--- config.mk ---
export PLATFORM = sky130hd
export DESIGN_NAME = smc_top
export DESIGN_NICKNAME = d
export VERILOG_FILES = /design/src/result_pkg.sv /design/src/mosfet_pkg.sv /design/src/mosfet_if.sv /design/src/smc_top.sv /design/src/rank_average.sv /design/src/transconductance_bank.sv /design/src/drain_current_bank.sv /design/src/operand_capture.sv
export VERILOG_INCLUDE_DIRS = /design/src /design/src/include
export SDC_FILE = /design/constraint.sdc
export NUM_CORES = 1
export LEC_CHECK = 0
export BUFFER_PORTS_ARGS = -buffer_cell sky130_fd_sc_hd__buf_2
export CAP_MARGIN = 20
export CORE_AREA = 4 4 252 254
export DETAILED_ROUTE_END_ITERATION = 16
export DIE_AREA = 0 0 256 258
export GPL_ROUTABILITY_DRIVEN = 0
export SYNTH_ARGS = -nofsm -noshare
export SYNTH_HDL_FRONTEND = slang
export SYNTH_SLANG_ARGS = --single-unit
--- constraint.sdc ---
create_clock -name i_clk -period 68.4 [get_ports i_clk]
set_input_delay 3.42 -clock i_clk [delete_from_list [all_inputs] [get_ports i_clk]]
set_output_delay 3.42 -clock i_clk [all_outputs]
set_load 0.01 [all_outputs]
--- src/include/smc_macros.svh ---
//==========================================================================
// fixed sizes of the MOSFET calculator
// ranking logic assumes six devices and three kept values
// weights apply to rank positions r0, r1 and r2 in that order
//==========================================================================
`ifndef SMC_MACROS_SVH
`define SMC_MACROS_SVH

// device bank
`define SMC_NUM_DEVICES        6
`define SMC_OPERAND_BITS       3

// result widths
`define SMC_METRIC_BITS        8
`define SMC_SUM_BITS           10

// ranking and current-average weights
`define SMC_RANK_DEPTH         3
`define SMC_WEIGHT_0           3
`define SMC_WEIGHT_1           4
`define SMC_WEIGHT_2           5

// mode bit positions
`define SMC_MODE_CURRENT_BIT   0
`define SMC_MODE_LARGEST_BIT   1

`endif
--- src/result_pkg.sv ---
//==========================================================================
// metric, sum and mode types
// a metric is a current, a transconductance or the final result
//==========================================================================
`default_nettype none

`include "smc_macros.svh"

package result_pkg;

    typedef logic [`SMC_METRIC_BITS-1:0] metric_t;
    typedef metric_t [`SMC_NUM_DEVICES-1:0] metric_arr_t;

    // weighted sum of the three ranked values
    typedef logic [`SMC_SUM_BITS-1:0] sum_t;

    // bit 0 current/gm, bit 1 largest/smallest
    typedef logic [1:0] mode_t;

endpackage

`default_nettype wire

--- src/mosfet_pkg.sv ---
//==========================================================================
// device operand types
// W, V_GS, V_DS and overdrive share one unsigned width
//==========================================================================
`default_nettype none

`include "smc_macros.svh"

package mosfet_pkg;

    // one W, V_GS, V_DS or overdrive value
    typedef logic [`SMC_OPERAND_BITS-1:0] operand_t;

    // one operand per device, index is the device number
    typedef operand_t [`SMC_NUM_DEVICES-1:0] operand_arr_t;

    // 1 marks a device in triode
    typedef logic [`SMC_NUM_DEVICES-1:0] region_arr_t;

endpackage

`default_nettype wire

--- src/mosfet_if.sv ---
//==========================================================================
// captured operands for both banks
// data is meaningful whenever valid is high, there is no ready
//==========================================================================
`timescale 1ns/1ps
`default_nettype none

interface mosfet_if;

    logic                     valid;
    result_pkg::mode_t        mode;
    mosfet_pkg::operand_arr_t w;
    mosfet_pkg::operand_arr_t overdrive;
    mosfet_pkg::operand_arr_t vds;
    mosfet_pkg::region_arr_t  triode;

    // capture stage drives everything
    modport capture (output valid, mode, w, overdrive, vds, triode);

    // banks and the ranking stage only read
    modport bank (input valid, mode, w, overdrive, vds, triode);

endinterface

`default_nettype wire

--- src/smc_top.sv ---
//==========================================================================
// MOSFET calculator top level
// result appears three cycles after each accepted sample
// no back-pressure, every result must be taken
//==========================================================================
`timescale 1ns/1ps
`default_nettype none

module smc_top (
    input  wire                      i_clk,
    input  wire                      i_reset,
    input  wire                      i_in_valid,
    input  result_pkg::mode_t        i_mode,
    input  mosfet_pkg::operand_arr_t i_w,
    input  mosfet_pkg::operand_arr_t i_vgs,
    input  mosfet_pkg::operand_arr_t i_vds,
    output logic                     o_out_valid,
    output result_pkg::metric_t      o_out_n
);

    mosfet_if ops_if ();

    result_pkg::metric_arr_t current;
    result_pkg::metric_arr_t gm;

    operand_capture operand_capture_i (
        .i_clk      (i_clk),
        .i_reset    (i_reset),
        .i_in_valid (i_in_valid),
        .i_mode     (i_mode),
        .i_w        (i_w),
        .i_vgs      (i_vgs),
        .i_vds      (i_vds),
        .o_ops      (ops_if.capture)
    );

    // both banks run side by side
    drain_current_bank drain_current_bank_i (
        .i_clk      (i_clk),
        .i_ops      (ops_if.bank),
        .o_current  (current)
    );

    transconductance_bank transconductance_bank_i (
        .i_clk      (i_clk),
        .i_ops      (ops_if.bank),
        .o_gm       (gm)
    );

    rank_average rank_average_i (
        .i_clk       (i_clk),
        .i_reset     (i_reset),
        .i_ops       (ops_if.bank),
        .i_current   (current),
        .i_gm        (gm),
        .o_out_valid (o_out_valid),
        .o_out_n     (o_out_n)
    );

endmodule

`default_nettype wire

--- src/rank_average.sv ---
//==========================================================================
// metric select, top/bottom three ranking and averaging
// valid and mode are delayed one cycle to meet the bank outputs
// output register holds its value between results
//==========================================================================
`timescale 1ns/1ps
`default_nettype none

`include "smc_macros.svh"

module rank_average (
    input  wire                       i_clk,
    input  wire                       i_reset,
    mosfet_if.bank                    i_ops,
    input  result_pkg::metric_arr_t   i_current,
    input  result_pkg::metric_arr_t   i_gm,
    output logic                      o_out_valid,
    output result_pkg::metric_t       o_out_n
);

    // two spare bits for the overflow check
    typedef logic [`SMC_SUM_BITS+1:0] wide_sum_t;

    logic                    valid_d;
    result_pkg::mode_t       mode_d;
    logic                    largest;
    result_pkg::metric_arr_t pick;
    result_pkg::metric_t     cand;
    result_pkg::metric_t     spill;
    result_pkg::metric_t     keep [`SMC_RANK_DEPTH];
    result_pkg::metric_t     part [`SMC_RANK_DEPTH];
    wide_sum_t               wsum_full;
    result_pkg::sum_t        wsum;
    result_pkg::sum_t        gm_sum;
    result_pkg::metric_t     cur_avg;
    result_pkg::metric_t     gm_avg;

    function automatic logic beats(input result_pkg::metric_t a,
                                   input result_pkg::metric_t b,
                                   input logic                big);
        return big ? (a > b) : (a < b);
    endfunction

    //==========================================================================
    // align with bank outputs
    //==========================================================================
    always_ff @(posedge i_clk) begin
        if (i_reset) begin
            valid_d     <= 1'b0;
            o_out_valid <= 1'b0;
        end else begin
            valid_d     <= i_ops.valid;
            o_out_valid <= valid_d;
        end
    end

    always_ff @(posedge i_clk) begin
        if (i_ops.valid) begin
            mode_d <= i_ops.mode;
        end
        if (valid_d) begin
            o_out_n <= mode_d[`SMC_MODE_CURRENT_BIT] ? cur_avg : gm_avg;
        end
    end

    //==========================================================================
    // ranking, keep[0] is the best candidate so far
    //==========================================================================
    assign largest = mode_d[`SMC_MODE_LARGEST_BIT];
    assign pick    = mode_d[`SMC_MODE_CURRENT_BIT] ? i_current : i_gm;

    always_comb begin
        for (int k = 0; k < `SMC_RANK_DEPTH; k++) begin
            keep[k] = largest ? '0 : '1;
        end
        cand  = '0;
        spill = '0;
        for (int d = 0; d < `SMC_NUM_DEVICES; d++) begin
            cand = pick[d];
            // candidate sinks, displaced entries move one slot down
            for (int k = 0; k < `SMC_RANK_DEPTH; k++) begin
                if (beats(cand, keep[k], largest)) begin
                    spill   = keep[k];
                    keep[k] = cand;
                    cand    = spill;
                end
            end
        end
    end

    // descending order r0 >= r1 >= r2, then each divided by three
    always_comb begin
        for (int k = 0; k < `SMC_RANK_DEPTH; k++) begin
            part[k] = (largest ? keep[k] : keep[`SMC_RANK_DEPTH-1-k])
                      / result_pkg::metric_t'(3);
        end
    end

    //==========================================================================
    // averages
    //==========================================================================
    assign wsum_full = wide_sum_t'(`SMC_WEIGHT_0) * part[0]
                     + wide_sum_t'(`SMC_WEIGHT_1) * part[1]
                     + wide_sum_t'(`SMC_WEIGHT_2) * part[2];
    assign wsum      = wsum_full[`SMC_SUM_BITS-1:0];
    assign gm_sum    = part[0] + part[1] + part[2];

    // weights add to twelve, so divide by four and then by three
    assign cur_avg = result_pkg::metric_t'((wsum >> 2)
                     / result_pkg::sum_t'(`SMC_RANK_DEPTH));
    assign gm_avg  = result_pkg::metric_t'(gm_sum
                     / result_pkg::sum_t'(`SMC_RANK_DEPTH));

    a_wsum_fits: assert property (@(posedge i_clk) disable iff (i_reset)
        valid_d |-> wsum_full[`SMC_SUM_BITS+1:`SMC_SUM_BITS] == '0);

endmodule

`default_nettype wire

--- src/transconductance_bank.sv ---
//==========================================================================
// transconductance for six devices, one cycle
// triode 2 * W * Vds, saturation 2 * W * Vov
//==========================================================================
`timescale 1ns/1ps
`default_nettype none

`include "smc_macros.svh"

module transconductance_bank (
    input  wire                       i_clk,
    mosfet_if.bank                    i_ops,
    output result_pkg::metric_arr_t   o_gm
);

    result_pkg::metric_arr_t gm_next;

    for (genvar d = 0; d < `SMC_NUM_DEVICES; d++) begin : g_dev

        // region picks the voltage term
        assign gm_next[d] = (i_ops.w[d] * (i_ops.triode[d] ? i_ops.vds[d]
                                                          : i_ops.overdrive[d])) << 1;

        // registered value one cycle later stays within 2 * 7 * 6
        a_gm_range: assert property (@(posedge i_clk)
            i_ops.valid |=> o_gm[d] <= result_pkg::metric_t'(84));

    end

    always_ff @(posedge i_clk) begin
        if (i_ops.valid) begin
            o_gm <= gm_next;
        end
    end

endmodule

`default_nettype wire

--- src/drain_current_bank.sv ---
//==========================================================================
// drain current for six devices, one cycle
// triode   W * (2 * Vov * Vds - Vds^2)
// saturate W * Vov^2
//==========================================================================
`timescale 1ns/1ps
`default_nettype none

`include "smc_macros.svh"

module drain_current_bank (
    input  wire                       i_clk,
    mosfet_if.bank                    i_ops,
    output result_pkg::metric_arr_t   o_current
);

    // one spare bit so an out-of-range product is visible
    logic [`SMC_METRIC_BITS:0] cur_full [`SMC_NUM_DEVICES];

    for (genvar d = 0; d < `SMC_NUM_DEVICES; d++) begin : g_dev

        assign cur_full[d] = i_ops.triode[d]
            ? i_ops.w[d] * (((i_ops.overdrive[d] * i_ops.vds[d]) << 1)
                            - i_ops.vds[d] * i_ops.vds[d])
            : i_ops.w[d] * i_ops.overdrive[d] * i_ops.overdrive[d];

        // 7 * 6^2 is the largest legal current
        a_current_range: assert property (@(posedge i_clk)
            i_ops.valid |-> cur_full[d] <= (`SMC_METRIC_BITS+1)'(252));

    end

    always_ff @(posedge i_clk) begin
        if (i_ops.valid) begin
            for (int d = 0; d < `SMC_NUM_DEVICES; d++) begin
                o_current[d] <= cur_full[d][`SMC_METRIC_BITS-1:0];
            end
        end
    end

endmodule

`default_nettype wire

--- src/operand_capture.sv ---
//==========================================================================
// input register stage, one cycle
// V_GS of 0 wraps the overdrive and gives an unspecified result
//==========================================================================
`timescale 1ns/1ps
`default_nettype none

`include "smc_macros.svh"

module operand_capture (
    input  wire                      i_clk,
    input  wire                      i_reset,
    input  wire                      i_in_valid,
    input  result_pkg::mode_t        i_mode,
    input  mosfet_pkg::operand_arr_t i_w,
    input  mosfet_pkg::operand_arr_t i_vgs,
    input  mosfet_pkg::operand_arr_t i_vds,
    mosfet_if.capture                o_ops
);

    mosfet_pkg::operand_arr_t overdrive;
    mosfet_pkg::region_arr_t  triode;

    // overdrive and region decided once for both banks
    always_comb begin
        for (int d = 0; d < `SMC_NUM_DEVICES; d++) begin
            overdrive[d] = i_vgs[d] - mosfet_pkg::operand_t'(1);
            triode[d]    = overdrive[d] > i_vds[d];
        end
    end

    always_ff @(posedge i_clk) begin
        if (i_reset) begin
            o_ops.valid <= 1'b0;
        end else begin
            o_ops.valid <= i_in_valid;
        end
    end

    // payload loads only on an accepted sample
    always_ff @(posedge i_clk) begin
        if (i_in_valid) begin
            o_ops.mode      <= i_mode;
            o_ops.w         <= i_w;
            o_ops.vds       <= i_vds;
            o_ops.overdrive <= overdrive;
            o_ops.triode    <= triode;
        end
    end

    a_valid_known: assert property (@(posedge i_clk) disable iff (i_reset)
        !$isunknown(o_ops.valid));

endmodule

`default_nettype wire

==> After elaboration in Yosys (flattened, before gate mapping) <==
Index checks and enable logic that the tools add are counted.
W data, S select, Z words.
{ "totals": {"n_memories": 0, "mem_bits_ro": 0, "ff_bits": 165, "ramBits": 0, "latch_bits": 0} }
{ "classes": {"multipliers": 38, "n_reduce_logical": 0, "n_mux": 65, "n_bitwise": 0, "n_div": 5, "add_sub_neg": 16, "eq_ne": 0, "n_lt_le_gt_ge": 42, "shift": 0} }
{ "op_table": {"columns": ["op", "count"], "rows": [
  ["$mux W8", 40],
  ["$gt A8 B8 Y1", 18],
  ["$lt A8 B8 Y1", 18],
  ["$mul A3 B3 Y6", 18],
  ["$mul A3 B9 Y8", 6],
  ["$mul A3 B8 Y7", 6],
  ["$mul A6 B3 Y8", 6],
  ["$mux W48", 1],
  ["$sub A7 B6 Y8", 6],
  ["$div A8 B2 Y8 const B", 3],
  ["$add A10 B10 Y10", 2],
  ["$gt A3 B3 Y1", 6],
  ["$mux W1", 18],
  ["$mux W3", 6],
  ["$sub A3 B1 Y3 const B", 6],
  ["$add A10 B8 Y10", 1],
  ["$div A10 B2 Y10 const B", 1],
  ["$div A8 B2 Y10 const B", 1],
  ["$mul A2 B8 Y10 const A", 1],
  ["$mul A3 B8 Y10 const A", 1],
  ["$add A8 B8 Y9", 1]
]} }

==> Longest topological paths before layout <==
Gate-level depths: netlist of the first run.
{ "depth": {"word_depth": 32, "mapped_depth": 144, "depth_no_buf": 130} }

==> By module <==
From an unflattened synthesis of the first run, not the netlist that was laid out.
{ "unflattened": {"hier_cells": 3503, "hier_area_um2": 29002.8} }
{ "by_module_without_submodules": {"columns": ["module", "n_inst", "area_per_inst_um2", "seq_area_each_um2", "cells_each"], "rows": [
  ["rank_average", 1, 12633.4, 340.3, 1790],
  ["drain_current_bank", 1, 11347.1, 1441.4, 1356],
  ["transconductance_bank", 1, 2526.2, 1081.0, 209],
  ["operand_capture", 1, 2496.1, 1881.8, 148]
]} }

==> Worst setup path before layout of the first run <==
Ideal clock, no wire load.
{ "synth_path": {"kind": "reg2reg", "startpoint": "reg rank_average_i.mode_d[1]", "endpoint": "reg rank_average_i.o_out_n[0] (data pin)", "setup_slack_ns": 41.723, "setup_ns": 0.256, "synth_period_minus_slack_ns": 26.677, "n_path_buf": 16, "required_time_ns": 68.144, "stages_incl_launch_ff": 126, "arrival_ns": 26.420, "cell_sequence": "edfxtp_1 -> buf_2 -> inv_1 -> clkbuf_1 -> clkbuf_1 -> clkbuf_1 -> clkbuf_1 -> clkbuf_1 -> ha_1 -> nand4_1 -> o21ai_1 -> a21oi_1 -> a21oi_1 -> ha_1 -> nand2_1 -> o21ai_0 -> nor2_1 -> a31oi_2 -> [90 not listed] -> a21o_1 -> a21oi_1 -> o21bai_1 -> a21oi_1 -> o21bai_1 -> a21oi_1 -> xnor2_1 -> a21oi_1 -> mux2_2 -> mux2i_1 -> o21ai_0 -> a21oi_1 -> nand2_1 -> mux2i_1 -> ha_1 -> nor3b_1 -> a21oi_1 -> o22a_1"} }
{ "synth_via": {"elab_chain_cells": 32, "elab_cells_between_ends": 99, "classes_between": "add/sub: 4; mul: 2; div: 5; order compare: 36; mux: 52"} }
{ "synth_rtl": {"columns": ["item", "line_no", "source"], "rows": [
  ["from (decl)", "rank_average.sv:25", "result_pkg::mode_t mode_d;"],
  ["from (signal assigned)", "rank_average.sv:59", "mode_d <= i_ops.mode;"],
  ["branches (longest 31 deep; another with $lt A8 B8 Y1)", null, null],
  ["$mux W8 *", "rank_average.sv:62", "o_out_n <= mode_d[`SMC_MODE_CURRENT_BIT] ? cur_avg : gm_avg;"],
  ["to (signal assigned)", "rank_average.sv:62", null],
  ["to (decl)", "rank_average.sv:18", "output result_pkg::metric_t o_out_n"]
]} }
Mark *: on every way between the ends.
A chain may end at the register's enable or synchronous reset.

==> Final worst setup path of the first run <==
Ends and elaborated chain as after synthesis.

==> impl_metrics.ini, run 1 <==
[yosys]
ys_async_sr_fraction = 0
ys_warn_count = 0
yosys.area.top_type_share = 0.178
ys_seq_area_frac = 0.166
synth_most_common_cell = inv_1
synth_seq_cells = 159
ys.flop_type = edfxtp_1
synth_cell_type_count = 107
syn_area_um2 = 28500
synth_edf_count = 156
synthCells = 3521
synth.avg_cell_area_um2 = 8.10
syn-num-nets = 4108
synth.area.top_cells = ha_1 18%, edfxtp_1 16%, fa_1 8.6%, inv_1 6.1%, a21oi_1 5.1%
synthTopCellsByCount = 466 x inv_1, 406 x ha_1, 381 x nand2_1, 289 x a21oi_1, 199 x nor2_1
yosysTopAreaCell = ha_1

[worst_setup_path]
crit_arrival_ps = 29340
cp-end-kind = register
cp_max_fo = 75
startpoint_type = register
slowest_stage = edfxtp_1
crit_type = reg -> reg
worst-endpoint-required_ps = 68640
reg2reg_slack_ps = 39310
critPathBufInv = 8
critPathMaxStageDelay_ps = 860
cpLargestDelayFamily = compound AO/OA/AOI/OAI gates

[run_status]
status = finished clean

[route]
dr.pass1.iters = 6
ant_nets = 0
drc = 0
via_per_inst = 5.52
wirelength_um = 66100
drt_iter0_drc = 1631
wire_per_inst_um = 15.4
vias = 23650

[cells_and_area]
syn_to_final_growth_pct = 5.13
drive_above_1_share = 0.0649
final_cells = 4286
antenna_cells = 0
finalNetCount = 4070
fill_cells = 6000

[placed_design]
portBuffers = 67
dp_hpwl_um = 52800
dp_cells = 4254

[floorplan]
die_h_um = 258
io_pins = 68
die-area_um2 = 66000
core_um2 = 61300
start_util = 0.465
die_w_um = 256
rows = 91

[cts]
holdBufCountCts = 0
insertion_delay_ps = 480
post-cts-setup-buffers = 0
clockRootBuffer = clkbuf_16
cts_resized = 0
cts_buffer_depth = 2
htree_levels = 4
cts_tree = yes
cts_made_buffers = 17
path_clk_slew_ps = 80
cts.sinks = 159

[sta]
fin_crit_ps = 29090
setup_violations = 0
tns_ps = 0
tightest_slew_ps = 962
slew_headroom = 0.359
rsz0062_at_grt = no
timing.fmax_mhz = 34.4
slew_violations = 0
finalHoldViolCount = 0
min_period_over_period = 0.425
clock_skew_ps = 13.0

[global_routing]
overflow = 0
grt_pass1_vias = 22081
grt_usage = 0.198
antenna_found_initial = 0
grt_pass1_wl_um = 110000
grt_max_degree = 76

[min_path]
hold_path.class = reg -> reg

[job]
cap_violations = 0
-- sequential cells by signal, summed over array words and instances (netlist names) --
register                           flops
operand_capture_i.o_ops.w             18
transconductance_bank_i.o_gm          36
rank_average_i.mode_d                  2
rank_average_i.o_out_valid             1
rank_average_i.o_out_n                 8
drain_current_bank_i.o_current        48
operand_capture_i.o_ops.vds           18
operand_capture_i.o_ops.triode         6
operand_capture_i.o_ops.overdrive     18
operand_capture_i.o_ops.mode           2
operand_capture_i.o_ops.valid          1
rank_average_i.valid_d                 1
-- logic make-up after synthesis --
logic type,count (synthesis),synth area share
simple gates,1025,0.173
flops,159,0.166
mux,187,0.0693
buf+inv,608,0.0825
fa+ha+maj,535,0.266
xor+xnor,156,0.0479
compound gates,851,0.194
-- final timing paths --
path                                   startpoint                         to  cells past startpoint
setup / recovery         rank_average_i.mode_d[1]  rank_average_i.o_out_n[0]                    122
setup reg to reg         rank_average_i.mode_d[1]  rank_average_i.o_out_n[0]                    122
hold / removal    operand_capture_i.o_ops.mode[0]   rank_average_i.mode_d[0]                      0
hold reg to reg   operand_capture_i.o_ops.mode[0]   rank_average_i.mode_d[0]                      0
-- final cells by class --
| cell class | instances | area, um2 | area share |
|---|---|---|---|
| clock inverters | 11 | 131 | 0.00438 |
| multi-input cells | 2754 | 21400 | 0.715 |
| clock buffers | 21 | 470 | 0.0157 |
| inverters | 468 | 1760 | 0.0586 |
| flip-flops and latches | 159 | 4750 | 0.158 |
| well taps | 790 | 988 | 0.0330 |
| repair buffers | 83 | 458 | 0.0153 |
-- layer usage --
layer	global-route usage	up-vias	part of all wire
li1	-	12115	-
met3	0.0311	61	0.047
met2	0.320	491	0.44
met1	0.283	10983	0.50
met5	0	-	0
met4	0.0410	0	0.014
-- per-stage QoR --
stage	hold slack, ps	setup slack [ps]	util	cell area (um2)
3_5_place_dp	480	39760	0.479	29400
2_1_floorplan	400	41720	-	28500
5_1_grt	503	36620	0.489	30000
4_1_cts	498	39700	0.489	30000
3_3_place_gp	483	40470	0.479	29400
6_report	493	39310	0.489	30000
-- placed cells by master, fill, tap and decap left out, types with 59 or more instances in the layout --
cell and count:
a21o_1 113, a21oi_1 288, and2_1 117, buf_2 66
edfxtp_1 156, fa_1 122, ha_1 406, inv_1 465
mux2_2 59, mux2i_1 123, nand2_1 381, nor2_1 199
nor2b_1 80, o21ai_0 135, xnor2_1 108
Power of run 1 is left out: the tool's default activity adds up to more than one toggle a clock period on the data nets, which glitch-free logic cannot reach.
==> inputs of run 2 (changes only) <==
==> constraint.sdc (replaced) <==
create_clock -name i_clk -period 27.6 [get_ports i_clk]
set_input_delay 1.38 -clock i_clk [delete_from_list [all_inputs] [get_ports i_clk]]
set_output_delay 1.38 -clock i_clk [all_outputs]
set_load 0.01 [all_outputs]
==> run 2 against run 1 <==
Sequential cell count unchanged. Setup slack got worse by 37000 ps. Maximum frequency increased by 14%. Cell area increased by 0.81%. Clock skew decreased by 1.5 ps. Via count increased by 0.42%. Count of clock-buffer cells in the layout decreased by 2. Die area unchanged. Core utilization increased by 0.40 points. First-iteration DRC count decreased by 4.1%. Non-clock buffer count increased by 17. Worst hold slack got worse by 11 ps.
==> impl_metrics.ini, run 2 (same netlist as run 1, synthesis figures left out) <==
[sta]
fin_crit_ps = 25570
slew_headroom = 0.371
clock_skew_ps = 11.4
tightest_slew_ps = 932
slew_violations = 0
min_period_over_period = 0.926
whs_ps = 482
worst_slack_ps = 2030
setup_violations = 0
finalHoldViolCount = 0
tns_ps = 0
timing.fmax_mhz = 39.1

[global_routing]
overflow = 0
grt_pass1_wl_um = 111000
grt_pass1_vias = 22065
grt_max_degree = 73
grt_usage = 0.200
antenna_found_initial = 0

[worst_setup_path]
crit_arrival_ps = 25810
startpoint_type = register
worst-endpoint-required_ps = 27840
cp_max_fo = 20
reg2reg_slack_ps = 2030
crit_type = reg -> reg
crit_path_frequent_cell = a21oi_1
slowest_stage = fa_1
critPathMaxStageDelay_ps = 510
cp-end-kind = register

[run_status]
status = finished clean

[cts]
insertion_delay_ps = 490
cts.sinks = 159
cts_buffer_depth = 2
cts_tree = yes
htree_levels = 4
cts_made_buffers = 17
path_clk_slew_ps = 70
clockRootBuffer = clkbuf_16

[route]
dr.pass1.iters = 6
ant_nets = 0
wirelength_um = 66700
drc = 0
wire_per_inst_um = 15.5
vias = 23750
drt_iter0_drc = 1564
via_per_inst = 5.52

[cells_and_area]
finalNetCount = 4089
drive_above_1_share = 0.0762
final_cell_mix = 465 x inv_1, 406 x ha_1, 381 x nand2_1, 283 x a21oi_1, 196 x nor2_1
antenna_cells = 0
final_core_util = 0.493
reg_top3 = drain_current_bank_i.o_current x48, transconductance_bank_i.o_gm x36
top_register = drain_current_bank_i.o_current
final_common_cell = inv_1
largest_reg_flops = 48
syn_to_final_growth_pct = 5.98

[floorplan]
rows = 91
io_pins = 68
die_h_um = 258
die_w_um = 256
die-area_um2 = 66000
core_um2 = 61300
start_util = 0.465

[placed_design]
portBuffers = 67
dpl_worst_slack_ps = 490
dp_hpwl_um = 53300

[min_path]
hold_path.class = reg -> reg

[job]
cap_violations = 0
## run 2: cell types whose count changed in the layout (fill, tap and decap cells not counted), sizes merged
cell,before,now
or2,6,7
clkinv,4,5
clkbuf,21,19
mux2,63,64
buf,83,100
bufinv,2,1
inv,470,472
## run 2: worst paths after layout
kind / depth (start not counted) / endpoint / from
setup reg to reg: 122 / rank_average_i.o_out_n[0] / rank_average_i.mode_d[0]
hold / removal: 0 / rank_average_i.mode_d[1] / operand_capture_i.o_ops.mode[1]
setup / recovery: 122 / rank_average_i.o_out_n[0] / rank_average_i.mode_d[0]
hold reg to reg: 0 / rank_average_i.mode_d[1] / operand_capture_i.o_ops.mode[1]
## run 2: per-layer routing
layer  global-route usage  part of all wire  vias to the layer above
met1                0.283              0.49                    11027
met4               0.0413             0.013                        0
li1                     -                 -                    12188
met2                0.326              0.46                      479
met3               0.0281             0.043                       56
met5                    0                 0                        -
## run 2: timing repair
item / CTS / global route
hold buffers: 0 / 0
resized for setup: 0 / 35
buffers inserted: 0 / 11
hold endpoints to repair: 0 / 0
setup endpoints to repair: 0 / 8
## run 2: critical path, delay by kind of cell (launching register included)
family                     cells  cell delay, ps
AOI/OAI and AO/OA             61           12260
xor gates and xnor gates       2             330
adders and majority gates     15            4530
buffers and inverters         10            1480
DFF                            1             420
muxes                          9            2550
and+or+nand+nor               25            3740
## run 2: final cells by class
| type | instances | area [um2] |
|---|---|---|
| Multi-Input combinational cell | 2756 | 21600 |
| Clock buffer | 19 | 443 |
| Clock inverter | 13 | 130 |
| Timing Repair Buffer | 100 | 586 |
| Sequential cell | 159 | 4750 |
| Fill cell | 6013 | 31000 |
| Inverter | 468 | 1760 |
| Tap cell | 790 | 988 |
## run 2: metrics by stage
stage / cells / cell area (um2)
2_1_floorplan: 3521 / 28500
3_3_place_gp: 4260 / 29400
3_5_place_dp: 4260 / 29400
4_1_cts: 4292 / 30000
5_1_grt: 4305 / 30200
6_report: 4305 / 30200
Power of run 2 is left out for the same reason.
==> inputs of run 3 (changes only) <==
--- a/config.mk
+++ b/config.mk
@@ -8,10 +8,11 @@
 export LEC_CHECK = 0
 export BUFFER_PORTS_ARGS = -buffer_cell sky130_fd_sc_hd__buf_2
 export CAP_MARGIN = 20
-export CORE_AREA = 4 4 252 254
+export CORE_AREA = 4 4 254 256
 export DETAILED_ROUTE_END_ITERATION = 16
-export DIE_AREA = 0 0 256 258
+export DIE_AREA = 0 0 258 260
 export GPL_ROUTABILITY_DRIVEN = 0
 export SYNTH_ARGS = -nofsm -noshare
 export SYNTH_HDL_FRONTEND = slang
+export SYNTH_HIERARCHICAL = 1
 export SYNTH_SLANG_ARGS = --single-unit
==> run 3 against run 2 <==
Die area grew 1.6%. Sequential cell count is the same. Count of clock-buffer cells in the layout shrank 2. Routed wire length grew 2.8%.
==> impl_metrics.ini, run 3 <==
[yosys]
synth.area.top_cells = ha_1 17%, edfxtp_1 16%, fa_1 8.8%, inv_1 5.5%, nand2_1 4.5%
synth_cell_type_count = 116
synthCells = 3503
yosysTopAreaCell = ha_1
ys_async_sr_fraction = 0
ys_seq_area_frac = 0.164
synth_seq_cells = 159
ys_warn_count = 6
ys.flop_type = edfxtp_1
synth_most_common_cell = inv_1
yosys.area.top_type_share = 0.173
synth.avg_cell_area_um2 = 8.28
synthTopCellsByCount = 424 x inv_1, 400 x ha_1, 344 x nand2_1, 220 x nor2_1, 204 x a21oi_1
synth_edf_count = 156
syn_area_um2 = 29000

[cts]
cts_tree = yes
cts.sinks = 159
cts_buffer_depth = 2
cts_made_buffers = 17
insertion_delay_ps = 480
htree_levels = 4
clockRootBuffer = clkbuf_16
holdBufCountCts = 0
path_clk_slew_ps = 70

[worst_setup_path]
crit_arrival_ps = 26050
cp_max_fo = 22
cp-end-kind = register
worst-endpoint-required_ps = 27830
crit_type = reg -> reg
cpLargestDelayFamily = compound AO/OA/AOI/OAI gates
critPathBufInv = 8
slowest_stage = fa_1
crit_path_frequent_cell = a21o_1
critPathMaxStageDelay_ps = 620
startpoint_type = register

[floorplan]
die_w_um = 258
die_h_um = 260
start_util = 0.464
core_um2 = 62500
rows = 92
die-area_um2 = 67100
io_pins = 68

[global_routing]
grt_usage = 0.203
grt_pass1_vias = 22728
grt-busiest-layer = met2
met2_usage = 0.318
antenna_found_initial = 0
grt_use_met3 = 0.0278
overflow = 0
grt_max_degree = 78
grt_use_met1 = 0.297
grt_pass1_wl_um = 114000

[placed_design]
portBuffers = 67
placed_area_um2 = 30000
dp_hpwl_um = 54200

[sta]
timing.fmax_mhz = 38.7
slew_violations = 0
slew_headroom = 0.326
fin_crit_ps = 25820
min_period_over_period = 0.935
finalHoldViolCount = 0
tightest_slew_ps = 1010
clock_skew_ps = 12.5
setup_violations = 0

[cells_and_area]
drive_above_1_share = 0.0982
design_area_um2 = 31000
final_cell_mix = 424 x inv_1, 400 x ha_1, 342 x nand2_1, 217 x nor2_1, 196 x a21oi_1
top_register = drain_current_bank_i/o_current
finalNetCount = 4088
syn_to_final_growth_pct = 6.72
final_common_cell = inv_1
antenna_cells = 0
largest_reg_flops = 48
reg_top3 = drain_current_bank_i/o_current x48, transconductance_bank_i/o_gm x36
final_core_util = 0.495

[min_path]
hold_path.class = reg -> reg

[job]
cap_violations = 0

[route]
vias = 23863
via_per_inst = 5.47
wire_per_inst_um = 15.7
ant_nets = 0
drc = 0
drt_iter0_drc = 1472
dr.pass1.iters = 7
wirelength_um = 68600

[run_status]
status = finished clean
## run 3: through the flow
stage	hold WS [ps]	setup WS, ps	std cells	setup TNS (ps)
6_report	431	1780	4360	0
3_5_place_dp	421	-224	4312	-373
5_1_grt	450	-140	4360	-219
3_3_place_gp	423	363	4312	0
2_1_floorplan	400	1540	3514	0
4_1_cts	437	28.5	4344	0
## run 3: path summary, 6_finish.rpt
path                                         from                        end  slack [ps]  depth (start not counted)
setup / recovery         rank_average_i/mode_d[0]  rank_average_i/o_out_n[0]        1780                        121
setup reg to reg         rank_average_i/mode_d[0]  rank_average_i/o_out_n[0]        1780                        121
hold / removal    operand_capture_i/o_ops.mode[0]   rank_average_i/mode_d[0]         430                          0
hold reg to reg   operand_capture_i/o_ops.mode[0]   rank_average_i/mode_d[0]         430                          0
## run 3: final cells by class
| cell class | instances | area (um2) |
|---|---|---|
| fillers | 6096 | 31600 |
| clock buffers | 17 | 425 |
| repair buffers | 107 | 636 |
| multi-input cells | 2788 | 22300 |
| clock inverters | 15 | 184 |
| well taps | 846 | 1060 |
| inverters | 428 | 1610 |
| flip-flops and latches | 159 | 4750 |
## run 3: layer usage
metal,part of all wire,up-vias,wire (um)
li1,-,12266,-
met1,0.51,11152,34700
met2,0.44,375,30200
met3,0.038,70,2590
met4,0.016,0,1120
met5,0,-,0
## run 3: kinds of logic after synthesis
family	synth area share
simple gates	0.180
compound gates	0.194
buf+inv	0.0786
fa+ha+maj	0.262
mux	0.0782
flops	0.164
xor+xnor	0.0432
other cells	0.000129
## run 3: repair_timing
action	in CTS	in global routing
gates cloned	0	2
endpoints found under the setup margin	2	8
buffers inserted	0	14
gates resized for setup	1	57
pin swaps	0	5
Power of run 3 is left out for the same reason.
